**src/verilog/pad_pkg.sv**
```systemverilog
/* Pad counts, pin indices, register map and AXI4-Lite response codes.
   Register addresses are byte addresses and must be word aligned. */

package pad_pkg;

  ////////////////////
  // Pad bank sizes
  ////////////////////
  localparam int NumMioPads = 8;
  localparam int NumDioPads = 8;

  // Dedicated pad indices
  localparam int DioSpiSck      = 0;
  localparam int DioSpiCsb      = 1;
  localparam int DioSpiSdi      = 2;
  localparam int DioSpiSdo      = 3;
  localparam int DioUsbDp       = 4;
  localparam int DioUsbDn       = 5;
  localparam int DioUsbDpPullup = 6;
  localparam int DioUsbDnPullup = 7;

  // Muxed pads with a JTAG role, strap is active high
  localparam int MioJtagEn    = 7;
  localparam int MioJtagTrstN = 6;

  // CSB is active low, so the core sees it idle while JTAG owns it
  localparam logic JtagTieOffCsb = 1'b1;

  // Input synchronizer depth
  localparam int SyncStages = 2;

  ////////////////////
  // Register map
  ////////////////////
  localparam int AddrW = 5;
  localparam int DataW = 32;

  localparam logic [AddrW-1:0] RegMioOut = 5'h00;
  localparam logic [AddrW-1:0] RegMioOe  = 5'h04;
  localparam logic [AddrW-1:0] RegDioOut = 5'h08;
  localparam logic [AddrW-1:0] RegDioOe  = 5'h0C;
  localparam logic [AddrW-1:0] RegMioIn  = 5'h10;
  localparam logic [AddrW-1:0] RegDioIn  = 5'h14;
  localparam logic [AddrW-1:0] RegInvert = 5'h18;

  localparam logic [1:0] RespOkay   = 2'b00;
  localparam logic [1:0] RespSlvErr = 2'b10;

endpackage : pad_pkg

```
**src/verilog/pad_bus_if.sv**
```systemverilog
/* Lanes of one pad bank between two stages. The core side drives
   out, oe and inv and the ring side returns the pad inputs. */

interface pad_bus_if #(
  parameter int NumPads = 8
);

  logic [NumPads-1:0] out;
  logic [NumPads-1:0] oe;
  logic [NumPads-1:0] in;
  logic [NumPads-1:0] inv;

  modport core (
    output out, oe, inv,
    input  in
  );

  modport ring (
    input  out, oe, inv,
    output in
  );

endinterface : pad_bus_if

```
**src/verilog/board_io_top.sv**
```systemverilog
/* Board I/O subsystem top. No inout pins, no clock generation.
   Dedicated chain: regs, USB swap, JTAG mux, pad ring. */

module board_io_top (
  input  logic                          clk_main_i,
  input  logic                          rst_n_i,
  // Pads
  input  logic [pad_pkg::NumMioPads-1:0] mio_in_i,
  output logic [pad_pkg::NumMioPads-1:0] mio_out_o,
  output logic [pad_pkg::NumMioPads-1:0] mio_oe_o,
  input  logic [pad_pkg::NumDioPads-1:0] dio_in_i,
  output logic [pad_pkg::NumDioPads-1:0] dio_out_o,
  output logic [pad_pkg::NumDioPads-1:0] dio_oe_o,
  // JTAG
  output logic                          jtag_tck_o,
  output logic                          jtag_tms_o,
  output logic                          jtag_tdi_o,
  output logic                          jtag_trst_n_o,
  input  logic                          jtag_tdo_i,
  // AXI4-Lite slave
  input  logic [pad_pkg::AddrW-1:0]     awaddr_i,
  input  logic                          awvalid_i,
  output logic                          awready_o,
  input  logic [pad_pkg::DataW-1:0]     wdata_i,
  input  logic                          wvalid_i,
  output logic                          wready_o,
  output logic [1:0]                    bresp_o,
  output logic                          bvalid_o,
  input  logic                          bready_i,
  input  logic [pad_pkg::AddrW-1:0]     araddr_i,
  input  logic                          arvalid_i,
  output logic                          arready_o,
  output logic [pad_pkg::DataW-1:0]     rdata_o,
  output logic [1:0]                    rresp_o,
  output logic                          rvalid_o,
  input  logic                          rready_i
);

  // One bus per hop between stages
  pad_bus_if #(.NumPads(pad_pkg::NumMioPads)) mio_core_bus ();
  pad_bus_if #(.NumPads(pad_pkg::NumMioPads)) mio_ring_bus ();
  pad_bus_if #(.NumPads(pad_pkg::NumDioPads)) dio_core_bus ();
  pad_bus_if #(.NumPads(pad_pkg::NumDioPads)) dio_umux_bus ();
  pad_bus_if #(.NumPads(pad_pkg::NumDioPads)) dio_ring_bus ();

  pad_ctrl_regs u_pad_ctrl_regs (
    .clk_main_i, .rst_n_i,
    .awaddr_i, .awvalid_i, .awready_o,
    .wdata_i, .wvalid_i, .wready_o,
    .bresp_o, .bvalid_o, .bready_i,
    .araddr_i, .arvalid_i, .arready_o,
    .rdata_o, .rresp_o, .rvalid_o, .rready_i,
    .mio_if (mio_core_bus),
    .dio_if (dio_core_bus)
  );

  usb_swap_undo u_usb_swap_undo (
    .core_if (dio_core_bus),
    .ring_if (dio_umux_bus)
  );

  jtag_overlay_mux u_jtag_overlay_mux (
    .mio_core_if (mio_core_bus),
    .dio_core_if (dio_umux_bus),
    .mio_ring_if (mio_ring_bus),
    .dio_ring_if (dio_ring_bus),
    .jtag_tck_o, .jtag_tms_o, .jtag_tdi_o, .jtag_trst_n_o, .jtag_tdo_i
  );

  pad_ring #(.NumPads(pad_pkg::NumMioPads)) u_mio_ring (
    .clk_main_i, .rst_n_i,
    .pad_in_i  (mio_in_i),
    .pad_out_o (mio_out_o),
    .pad_oe_o  (mio_oe_o),
    .bus_if    (mio_ring_bus)
  );

  pad_ring #(.NumPads(pad_pkg::NumDioPads)) u_dio_ring (
    .clk_main_i, .rst_n_i,
    .pad_in_i  (dio_in_i),
    .pad_out_o (dio_out_o),
    .pad_oe_o  (dio_oe_o),
    .bus_if    (dio_ring_bus)
  );

endmodule : board_io_top

```
**src/verilog/jtag_overlay_mux.sv**
```systemverilog
/* Hands the SPI pads and muxed pad 6 to JTAG while the synchronized strap
   is high. JTAG levels are passed through unclocked. */

module jtag_overlay_mux (
  pad_bus_if.ring mio_core_if,
  pad_bus_if.ring dio_core_if,
  pad_bus_if.core mio_ring_if,
  pad_bus_if.core dio_ring_if,
  output logic    jtag_tck_o,
  output logic    jtag_tms_o,
  output logic    jtag_tdi_o,
  output logic    jtag_trst_n_o,
  input  logic    jtag_tdo_i
);

  logic jtag_en;

  // Strap comes from the ring side already synchronized and inverted
  assign jtag_en = mio_ring_if.in[pad_pkg::MioJtagEn];

  ////////////////////
  // Muxed pads
  ////////////////////
  assign mio_ring_if.out = mio_core_if.out;
  assign mio_ring_if.oe  = mio_core_if.oe;
  assign mio_ring_if.inv = mio_core_if.inv;

  always_comb begin
    mio_core_if.in = mio_ring_if.in;
    if (jtag_en) begin
      mio_core_if.in[pad_pkg::MioJtagTrstN] = 1'b0;
    end
  end

  ////////////////////
  // Dedicated pads
  ////////////////////
  always_comb begin
    dio_ring_if.out = dio_core_if.out;
    dio_ring_if.oe  = dio_core_if.oe;
    if (jtag_en) begin
      // TDO drives out on the SDO pad
      dio_ring_if.out[pad_pkg::DioSpiSdo] = jtag_tdo_i;
      dio_ring_if.oe[pad_pkg::DioSpiSdo]  = 1'b1;
      dio_ring_if.oe[pad_pkg::DioSpiSck]  = 1'b0;
      dio_ring_if.oe[pad_pkg::DioSpiCsb]  = 1'b0;
      dio_ring_if.oe[pad_pkg::DioSpiSdi]  = 1'b0;
    end
  end

  assign dio_ring_if.inv = dio_core_if.inv;

  // Core SPI inputs go quiet while JTAG owns the pins
  always_comb begin
    dio_core_if.in = dio_ring_if.in;
    if (jtag_en) begin
      dio_core_if.in[pad_pkg::DioSpiSck] = 1'b0;
      dio_core_if.in[pad_pkg::DioSpiCsb] = pad_pkg::JtagTieOffCsb;
      dio_core_if.in[pad_pkg::DioSpiSdi] = 1'b0;
    end
  end

  // JTAG side held at 0 when disabled so TAP reset stays asserted
  assign jtag_tck_o    = jtag_en & dio_ring_if.in[pad_pkg::DioSpiSck];
  assign jtag_tms_o    = jtag_en & dio_ring_if.in[pad_pkg::DioSpiCsb];
  assign jtag_tdi_o    = jtag_en & dio_ring_if.in[pad_pkg::DioSpiSdi];
  assign jtag_trst_n_o = jtag_en & mio_ring_if.in[pad_pkg::MioJtagTrstN];

endmodule : jtag_overlay_mux

```
**src/verilog/pad_ctrl_regs.sv**
```systemverilog
/* AXI4-Lite slave without prot or strobes; one outstanding read and one
   outstanding write. Unmapped or read-only writes answer SLVERR. */

module pad_ctrl_regs (
  input  logic                      clk_main_i,
  input  logic                      rst_n_i,
  // Write address and data
  input  logic [pad_pkg::AddrW-1:0] awaddr_i,
  input  logic                      awvalid_i,
  output logic                      awready_o,
  input  logic [pad_pkg::DataW-1:0] wdata_i,
  input  logic                      wvalid_i,
  output logic                      wready_o,
  // Write response
  output logic [1:0]                bresp_o,
  output logic                      bvalid_o,
  input  logic                      bready_i,
  // Read
  input  logic [pad_pkg::AddrW-1:0] araddr_i,
  input  logic                      arvalid_i,
  output logic                      arready_o,
  output logic [pad_pkg::DataW-1:0] rdata_o,
  output logic [1:0]                rresp_o,
  output logic                      rvalid_o,
  input  logic                      rready_i,
  // Pad lanes
  pad_bus_if.core                   mio_if,
  pad_bus_if.core                   dio_if
);

  logic [pad_pkg::NumMioPads-1:0] mio_out_q, mio_oe_q;
  logic [pad_pkg::NumDioPads-1:0] dio_out_q, dio_oe_q;
  // Muxed pads in the low byte, dedicated pads above
  logic [pad_pkg::NumDioPads+pad_pkg::NumMioPads-1:0] invert_q;

  logic                      wr_fire, wr_err, bvalid_q;
  logic [1:0]                bresp_q;
  logic                      rd_fire, rd_err, rvalid_q;
  logic [1:0]                rresp_q;
  logic [pad_pkg::DataW-1:0] rd_data, rdata_q;

  ////////////////////
  // Write channel
  ////////////////////
  assign wr_fire = awvalid_i & wvalid_i & ~bvalid_q;

  always_comb begin
    case (awaddr_i)
      pad_pkg::RegMioOut, pad_pkg::RegMioOe, pad_pkg::RegDioOut,
      pad_pkg::RegDioOe, pad_pkg::RegInvert: wr_err = 1'b0;
      default: wr_err = 1'b1;
    endcase
  end

  always_ff @(posedge clk_main_i) begin
    if (!rst_n_i) begin
      mio_out_q <= '0;
      mio_oe_q  <= '0;
      dio_out_q <= '0;
      dio_oe_q  <= '0;
      invert_q  <= '0;
      bvalid_q  <= 1'b0;
    end else if (wr_fire) begin
      bvalid_q <= 1'b1;
      case (awaddr_i)
        pad_pkg::RegMioOut: mio_out_q <= wdata_i[pad_pkg::NumMioPads-1:0];
        pad_pkg::RegMioOe:  mio_oe_q  <= wdata_i[pad_pkg::NumMioPads-1:0];
        pad_pkg::RegDioOut: dio_out_q <= wdata_i[pad_pkg::NumDioPads-1:0];
        pad_pkg::RegDioOe:  dio_oe_q  <= wdata_i[pad_pkg::NumDioPads-1:0];
        pad_pkg::RegInvert: invert_q  <= wdata_i[$bits(invert_q)-1:0];
        default: ;
      endcase
    end else if (bready_i) begin
      bvalid_q <= 1'b0;
    end
  end

  always_ff @(posedge clk_main_i) begin
    if (wr_fire) begin
      bresp_q <= wr_err ? pad_pkg::RespSlvErr : pad_pkg::RespOkay;
    end
  end

  ////////////////////
  // Read channel
  ////////////////////
  assign rd_fire = arvalid_i & ~rvalid_q;

  always_comb begin
    rd_data = '0;
    rd_err  = 1'b0;
    case (araddr_i)
      pad_pkg::RegMioOut: rd_data[pad_pkg::NumMioPads-1:0] = mio_out_q;
      pad_pkg::RegMioOe:  rd_data[pad_pkg::NumMioPads-1:0] = mio_oe_q;
      pad_pkg::RegDioOut: rd_data[pad_pkg::NumDioPads-1:0] = dio_out_q;
      pad_pkg::RegDioOe:  rd_data[pad_pkg::NumDioPads-1:0] = dio_oe_q;
      pad_pkg::RegMioIn:  rd_data[pad_pkg::NumMioPads-1:0] = mio_if.in;
      pad_pkg::RegDioIn:  rd_data[pad_pkg::NumDioPads-1:0] = dio_if.in;
      pad_pkg::RegInvert: rd_data[$bits(invert_q)-1:0]     = invert_q;
      default:            rd_err = 1'b1;
    endcase
  end

  always_ff @(posedge clk_main_i) begin
    if (!rst_n_i) begin
      rvalid_q <= 1'b0;
    end else if (rd_fire) begin
      rvalid_q <= 1'b1;
    end else if (rready_i) begin
      rvalid_q <= 1'b0;
    end
  end

  always_ff @(posedge clk_main_i) begin
    if (rd_fire) begin
      rdata_q <= rd_data;
      rresp_q <= rd_err ? pad_pkg::RespSlvErr : pad_pkg::RespOkay;
    end
  end

  assign awready_o = wr_fire;
  assign wready_o  = wr_fire;
  assign bvalid_o  = bvalid_q;
  assign bresp_o   = bresp_q;
  assign arready_o = ~rvalid_q;
  assign rvalid_o  = rvalid_q;
  assign rdata_o   = rdata_q;
  assign rresp_o   = rresp_q;

  // Register state straight onto the lanes
  assign mio_if.out = mio_out_q;
  assign mio_if.oe  = mio_oe_q;
  assign mio_if.inv = invert_q[pad_pkg::NumMioPads-1:0];
  assign dio_if.out = dio_out_q;
  assign dio_if.oe  = dio_oe_q;
  assign dio_if.inv = invert_q[pad_pkg::NumMioPads +: pad_pkg::NumDioPads];

  // Responses hold steady under back-pressure
  bvalid_hold: assert property (@(posedge clk_main_i) disable iff (!rst_n_i)
    bvalid_q && !bready_i |=> bvalid_q && $stable(bresp_q));

  rvalid_hold: assert property (@(posedge clk_main_i) disable iff (!rst_n_i)
    rvalid_q && !rready_i |=> rvalid_q && $stable(rdata_q) && $stable(rresp_q));

endmodule : pad_ctrl_regs

```
**src/verilog/pad_ring.sv**
```systemverilog
/* Pad bank model with split in, out and oe in place of inout pins.
   Inversion is the only pad attribute and oe is never inverted. */

module pad_ring #(
  parameter int NumPads = 8
) (
  input  logic               clk_main_i,
  input  logic               rst_n_i,
  input  logic [NumPads-1:0] pad_in_i,
  output logic [NumPads-1:0] pad_out_o,
  output logic [NumPads-1:0] pad_oe_o,
  pad_bus_if.ring            bus_if
);

  // Stage 0 samples the pad, the last stage feeds the core
  logic [NumPads-1:0] sync_q [pad_pkg::SyncStages];

  ////////////////////
  // Input path
  ////////////////////
  always_ff @(posedge clk_main_i) begin
    if (!rst_n_i) begin
      for (int i = 0; i < pad_pkg::SyncStages; i++) begin
        sync_q[i] <= '0;
      end
    end else begin
      sync_q[0] <= pad_in_i;
      for (int i = 1; i < pad_pkg::SyncStages; i++) begin
        sync_q[i] <= sync_q[i-1];
      end
    end
  end

  // Inversion after the synchronizer
  assign bus_if.in = sync_q[pad_pkg::SyncStages-1] ^ bus_if.inv;

  ////////////////////
  // Output path
  ////////////////////
  assign pad_out_o = bus_if.out ^ bus_if.inv;
  assign pad_oe_o  = bus_if.oe;

endmodule : pad_ring

```
**src/verilog/usb_swap_undo.sv**
```systemverilog
/* Undoes a D+/D- pin flip done by the USB core. The flip is signalled by
   the DN pullup oe. Pullup inputs are never swapped. */

module usb_swap_undo (
  pad_bus_if.ring core_if,
  pad_bus_if.core ring_if
);

  logic undo_swap;

  // Exchange two bits of a lane when requested
  function automatic logic [pad_pkg::NumDioPads-1:0] swap_bits(
    input logic [pad_pkg::NumDioPads-1:0] vec,
    input int                             a,
    input int                             b,
    input logic                           en
  );
    logic [pad_pkg::NumDioPads-1:0] res;
    res = vec;
    if (en) begin
      res[a] = vec[b];
      res[b] = vec[a];
    end
    return res;
  endfunction

  assign undo_swap = core_if.oe[pad_pkg::DioUsbDnPullup];

  always_comb begin
    ring_if.out = swap_bits(core_if.out, pad_pkg::DioUsbDp, pad_pkg::DioUsbDn, undo_swap);
    ring_if.out = swap_bits(ring_if.out, pad_pkg::DioUsbDpPullup, pad_pkg::DioUsbDnPullup,
                            undo_swap);
    ring_if.oe  = swap_bits(core_if.oe, pad_pkg::DioUsbDp, pad_pkg::DioUsbDn, undo_swap);
    ring_if.oe  = swap_bits(ring_if.oe, pad_pkg::DioUsbDpPullup, pad_pkg::DioUsbDnPullup,
                            undo_swap);
    ring_if.inv = swap_bits(core_if.inv, pad_pkg::DioUsbDp, pad_pkg::DioUsbDn, undo_swap);
    ring_if.inv = swap_bits(ring_if.inv, pad_pkg::DioUsbDpPullup, pad_pkg::DioUsbDnPullup,
                            undo_swap);
  end

  // Only the data lines come back swapped
  assign core_if.in = swap_bits(ring_if.in, pad_pkg::DioUsbDp, pad_pkg::DioUsbDn, undo_swap);

endmodule : usb_swap_undo
```
**config.mk**
```make
export PLATFORM = sky130hd
export DESIGN_NAME = board_io_top
export DESIGN_NICKNAME = d
export VERILOG_FILES = /design/src/verilog/pad_pkg.sv /design/src/verilog/pad_bus_if.sv /design/src/verilog/board_io_top.sv /design/src/verilog/jtag_overlay_mux.sv /design/src/verilog/pad_ctrl_regs.sv /design/src/verilog/pad_ring.sv /design/src/verilog/usb_swap_undo.sv
export SDC_FILE = /design/constraint.sdc
export NUM_CORES = 1
export LEC_CHECK = 0
export BUFFER_PORTS_ARGS = -buffer_cell sky130_fd_sc_hd__buf_4
export CORE_MARGIN = 2
export CORE_UTILIZATION = 41
export CTS_BUF_LIST = sky130_fd_sc_hd__clkbuf_4 sky130_fd_sc_hd__clkbuf_8
export DETAILED_ROUTE_END_ITERATION = 8
export PLACE_DENSITY_LB_ADDON = 0.25
export SLEW_MARGIN = 15
export SYNTH_ARGS = -nofsm -noshare
export SYNTH_HDL_FRONTEND = slang
export SYNTH_SLANG_ARGS = --single-unit
export TNS_END_PERCENT = 50
```
**constraint.sdc**
```tcl
create_clock -name clk_main_i -period 4 [get_ports clk_main_i]
set_input_delay 0.2 -clock clk_main_i [delete_from_list [all_inputs] [get_ports clk_main_i]]
set_output_delay 0.2 -clock clk_main_i [all_outputs]
set_load 0.03 [all_outputs]
```
==> metrics.txt <==
Num CTS Buffers=9; DR pass1 iterations=4; global-route usage over all layers=17.8%; Synth Area in Compound Gates=6.94%; Clock Path Buffers=2; weighted congestion at the end of routability-driven global placement=0.762; proportion of layout cells with a drive suffix above 1=33.3%; number of synthesized register bits=100; top flip-flop cell by instance count after synthesis=sky130_fd_sc_hd__dfxtp_1; slowest stage cell, crit path=sky130_fd_sc_hd__xnor2_1; antenna violations before repair=0; mean instance size in the synthesized netlist=11.3 sq um; number of enable-type register cells in the synthesized netlist=18; number of hold violations in the final report=0; TritonCTS clock tree=yes; total negative slack for setup checks=0 ps; filler cell count=1019; Worst Max-Slew Pin Slew=961 ps; number of setup violations in the final report=0; total clock sinks=100; largest net degree at the start of global routing=91; post-route cell area=5580 sq um; area inside the core boundary=10900 sq um; maximum capacitance violations=0; post-layout min period=2140 ps; signal arrival time at the worst endpoint=1940 ps; Post-CTS Hold Fix Bufs=0; area share of xor/xnor cells in the synthesized design=6.45%; routed length per instance=15.9 um; critical path cell sequence=xnor2_1 > nand2b_1 > buf_4; FF-to-FF setup slack=2010 ps; net total in the final layout=568; total number of vias=3117; library cell used as clock root buffer=sky130_fd_sc_hd__clkbuf_8; DIE WIDTH=110 um; vertical die dimension=110 um; DRC violation total after the first TritonRoute iteration=123; adder and majority cell fraction of the synthesized area=0%; HPWL after detailed placement=7.20 mm; worst ir drop on vdd=0.000145 V; worst slew slack as a fraction of its limit=35.7%; clock skew after layout=8.74 ps; Detailed Route WL=10.3 mm; sequential area share after synthesis=47.5%; Synthesis Warnings=0; Synth cell types=49; power density relative to cell area=343 nW/um^2; clock network fraction of design power=33.3%; CTS H-tree lvls=3; Post-CTS Resized=0; Port Buffer Count=108; Synth Instances=406; post-route clock period utilization=53.4%; RSZ-0062 raised after global routing=false; Via density=4.82; floorplan die area=12100 sq um; Inserted Diodes=0; CP Data Required Time=3800 ps; area of combinational cells with multiple inputs=2190 sq um; clock edge transition at the registers on the reported setup and hold paths=90 ps; slowest stage delay, CP=790 ps; number of post-CTS setup repair buffers=0; row count=38; switching fraction of total power=25.1%; Worst-Skew Late Latency=350 ps; area of the mapped netlist=4600 sq um; first-pass GRT wire length=16.0 mm; DR DRC count=0; status=finished clean; Sequential cell area=2180 sq um; share of total power in sequential cells=55.6%; Setup crit end kind=output pin; Buffers & Inverters on Critical Path=1; internal portion of total power=1.43 mW; startpoint kind of the worst setup timing path=flop; effective utilization at floorplan=42.2%; Max FO, Critical Path=9; type of the most critical hold path=input pin to flop; number of global-route vias before repair=3030; Async SR Flop Fraction=0%; Worst Setup Path Type=flop to output pin; cell family with the largest share of critical-path delay=XOR/XNOR gates; Max Fclk=468 MHz; combinational family with the most area after synthesis=simple AND/OR/NAND/NOR gates; Final Max Tran Viols=0; proportion of power drawn by combinational gates=11.1%; static leakage power=2.58 nW; Area after DPL=5380 sq um; area fraction in and, or, nand and nor cells after synthesis=20.2%; antenna viol nets, final=0; synthesis-to-finish area growth=21.3%; Overflow after GRT=0; Psw=0.481 mW; multiplexer fraction of the synthesized cell area=12.5%; ports placed on the boundary=143
==> metrics by stage <==
stage                     hold slack, ps  total power, mW  utilization [%]  instances  setup WS (ps)
after floorplan                      327             1.23                -        423           2340
after global placement               410             1.30             49.4        631           1890
after detailed placement             411             1.30             49.4        631           1860
after CTS                           29.9             1.93             51.2        647           1810
after global routing                30.3             2.00             51.2        647           1740
final                               45.5             1.91             51.2        647           1860
==> flip-flops by register name (all words and copies together), names as in the netlist <==
register	cells
u_mio_ring.sync_q	16
u_pad_ctrl_regs.mio_if.out	8
u_pad_ctrl_regs.rdata_o	16
u_pad_ctrl_regs.rvalid_o	1
u_pad_ctrl_regs.invert_q	16
u_pad_ctrl_regs.dio_if.oe	8
u_dio_ring.sync_q	16
u_pad_ctrl_regs.bresp_o	1
u_pad_ctrl_regs.bvalid_o	1
u_pad_ctrl_regs.dio_if.out	8
u_pad_ctrl_regs.rresp_o	1
u_pad_ctrl_regs.mio_if.oe	8
==> power groups by stage <==
stage	clock network, mW	registers, mW	logic, mW
floorplan	0	1.11	0.123
global placement	0	1.09	0.213
detailed placement	0	1.09	0.215
CTS	0.655	1.06	0.215
global route	0.703	1.07	0.229
finish	0.637	1.06	0.212
==> synthesized netlist by cell type (9+ instances only) <==
| cell type | count | area, sq um |
|---|---|---|
| sky130_fd_sc_hd__nand3_1 | 12 | 60.1 |
| sky130_fd_sc_hd__mux2i_1 | 37 | 370 |
| sky130_fd_sc_hd__xor2_1 | 16 | 140 |
| sky130_fd_sc_hd__nor2b_1 | 39 | 244 |
| sky130_fd_sc_hd__o21ai_2 | 16 | 140 |
| sky130_fd_sc_hd__edfxtp_1 | 18 | 541 |
| sky130_fd_sc_hd__xnor2_1 | 16 | 140 |
| sky130_fd_sc_hd__and3_1 | 9 | 56.3 |
| sky130_fd_sc_hd__nor2_1 | 9 | 33.8 |
| sky130_fd_sc_hd__dfxtp_1 | 82 | 1640 |
| sky130_fd_sc_hd__buf_4 | 19 | 143 |
| sky130_fd_sc_hd__clkbuf_1 | 11 | 41.3 |
| sky130_fd_sc_hd__and2_1 | 38 | 238 |
| sky130_fd_sc_hd__nand2_1 | 12 | 45.0 |
==> layout make-up <==
type | count | share of cell area, %
Multi-Input combinational cell | 278 | 39.3
Sequential cell | 100 | 39.1
Timing Repair Buffer | 108 | 14.5
Tap cell | 140 | 3.14
Clock buffer | 10 | 2.36
Clock inverter | 6 | 1.17
Inverter | 5 | 0.337
==> per-layer routing <==
metal,vias up,global-route usage (%),routed length [um]
met4,0,4.61,96
met2,100,27.6,4800
met3,6,3.85,692
met5,-,0,0
li1,1544,-,-
met1,1467,25.0,4720
==> cells by family (layout without fill, tap and decap cells) <==
logic type                after synthesis  after routing
AOI/OAI and AO/OA                      41             41
xor gates and xnor gates               33             33
buffers and inverters                  45            129
DFF                                   100            100
muxes                                  48             48
other                                   1             18
and+or+nand+nor                       138            138
==> worst reg2reg max path: stages (launching register included) <==
cell,delay [ps]
sky130_fd_sc_hd__dfxtp_1,330
sky130_fd_sc_hd__and3b_1,600
sky130_fd_sc_hd__nand4_4,560
sky130_fd_sc_hd__mux2i_1,330
sky130_fd_sc_hd__nor2b_1,70
==> cells in the final DEF, fill, tap and decap left out, drive strengths merged, types with 10 or more instances in the layout <==
cell type and n:
and2 38, buf 108, clkbuf 10, conb 18, dfxtp 82, edfxtp 18, mux2i 37, nand2 12
nand3 18, nor2b 40, o21ai 22, xnor2 16, xor2 17
==> final timing paths <==
check / cells after the start / endpoint / start
min: 2 / u_mio_ring.sync_q[0][0] / mio_in_i[0]
min reg2reg: 1 / u_mio_ring.sync_q[0][15] / u_mio_ring.sync_q[0][7]
max: 3 / dio_oe_o[3] / u_pad_ctrl_regs.invert_q[7]
max reg2reg: 4 / u_pad_ctrl_regs.invert_q[5] / u_pad_ctrl_regs.bvalid_o
(Power assumes the default switching activity.)
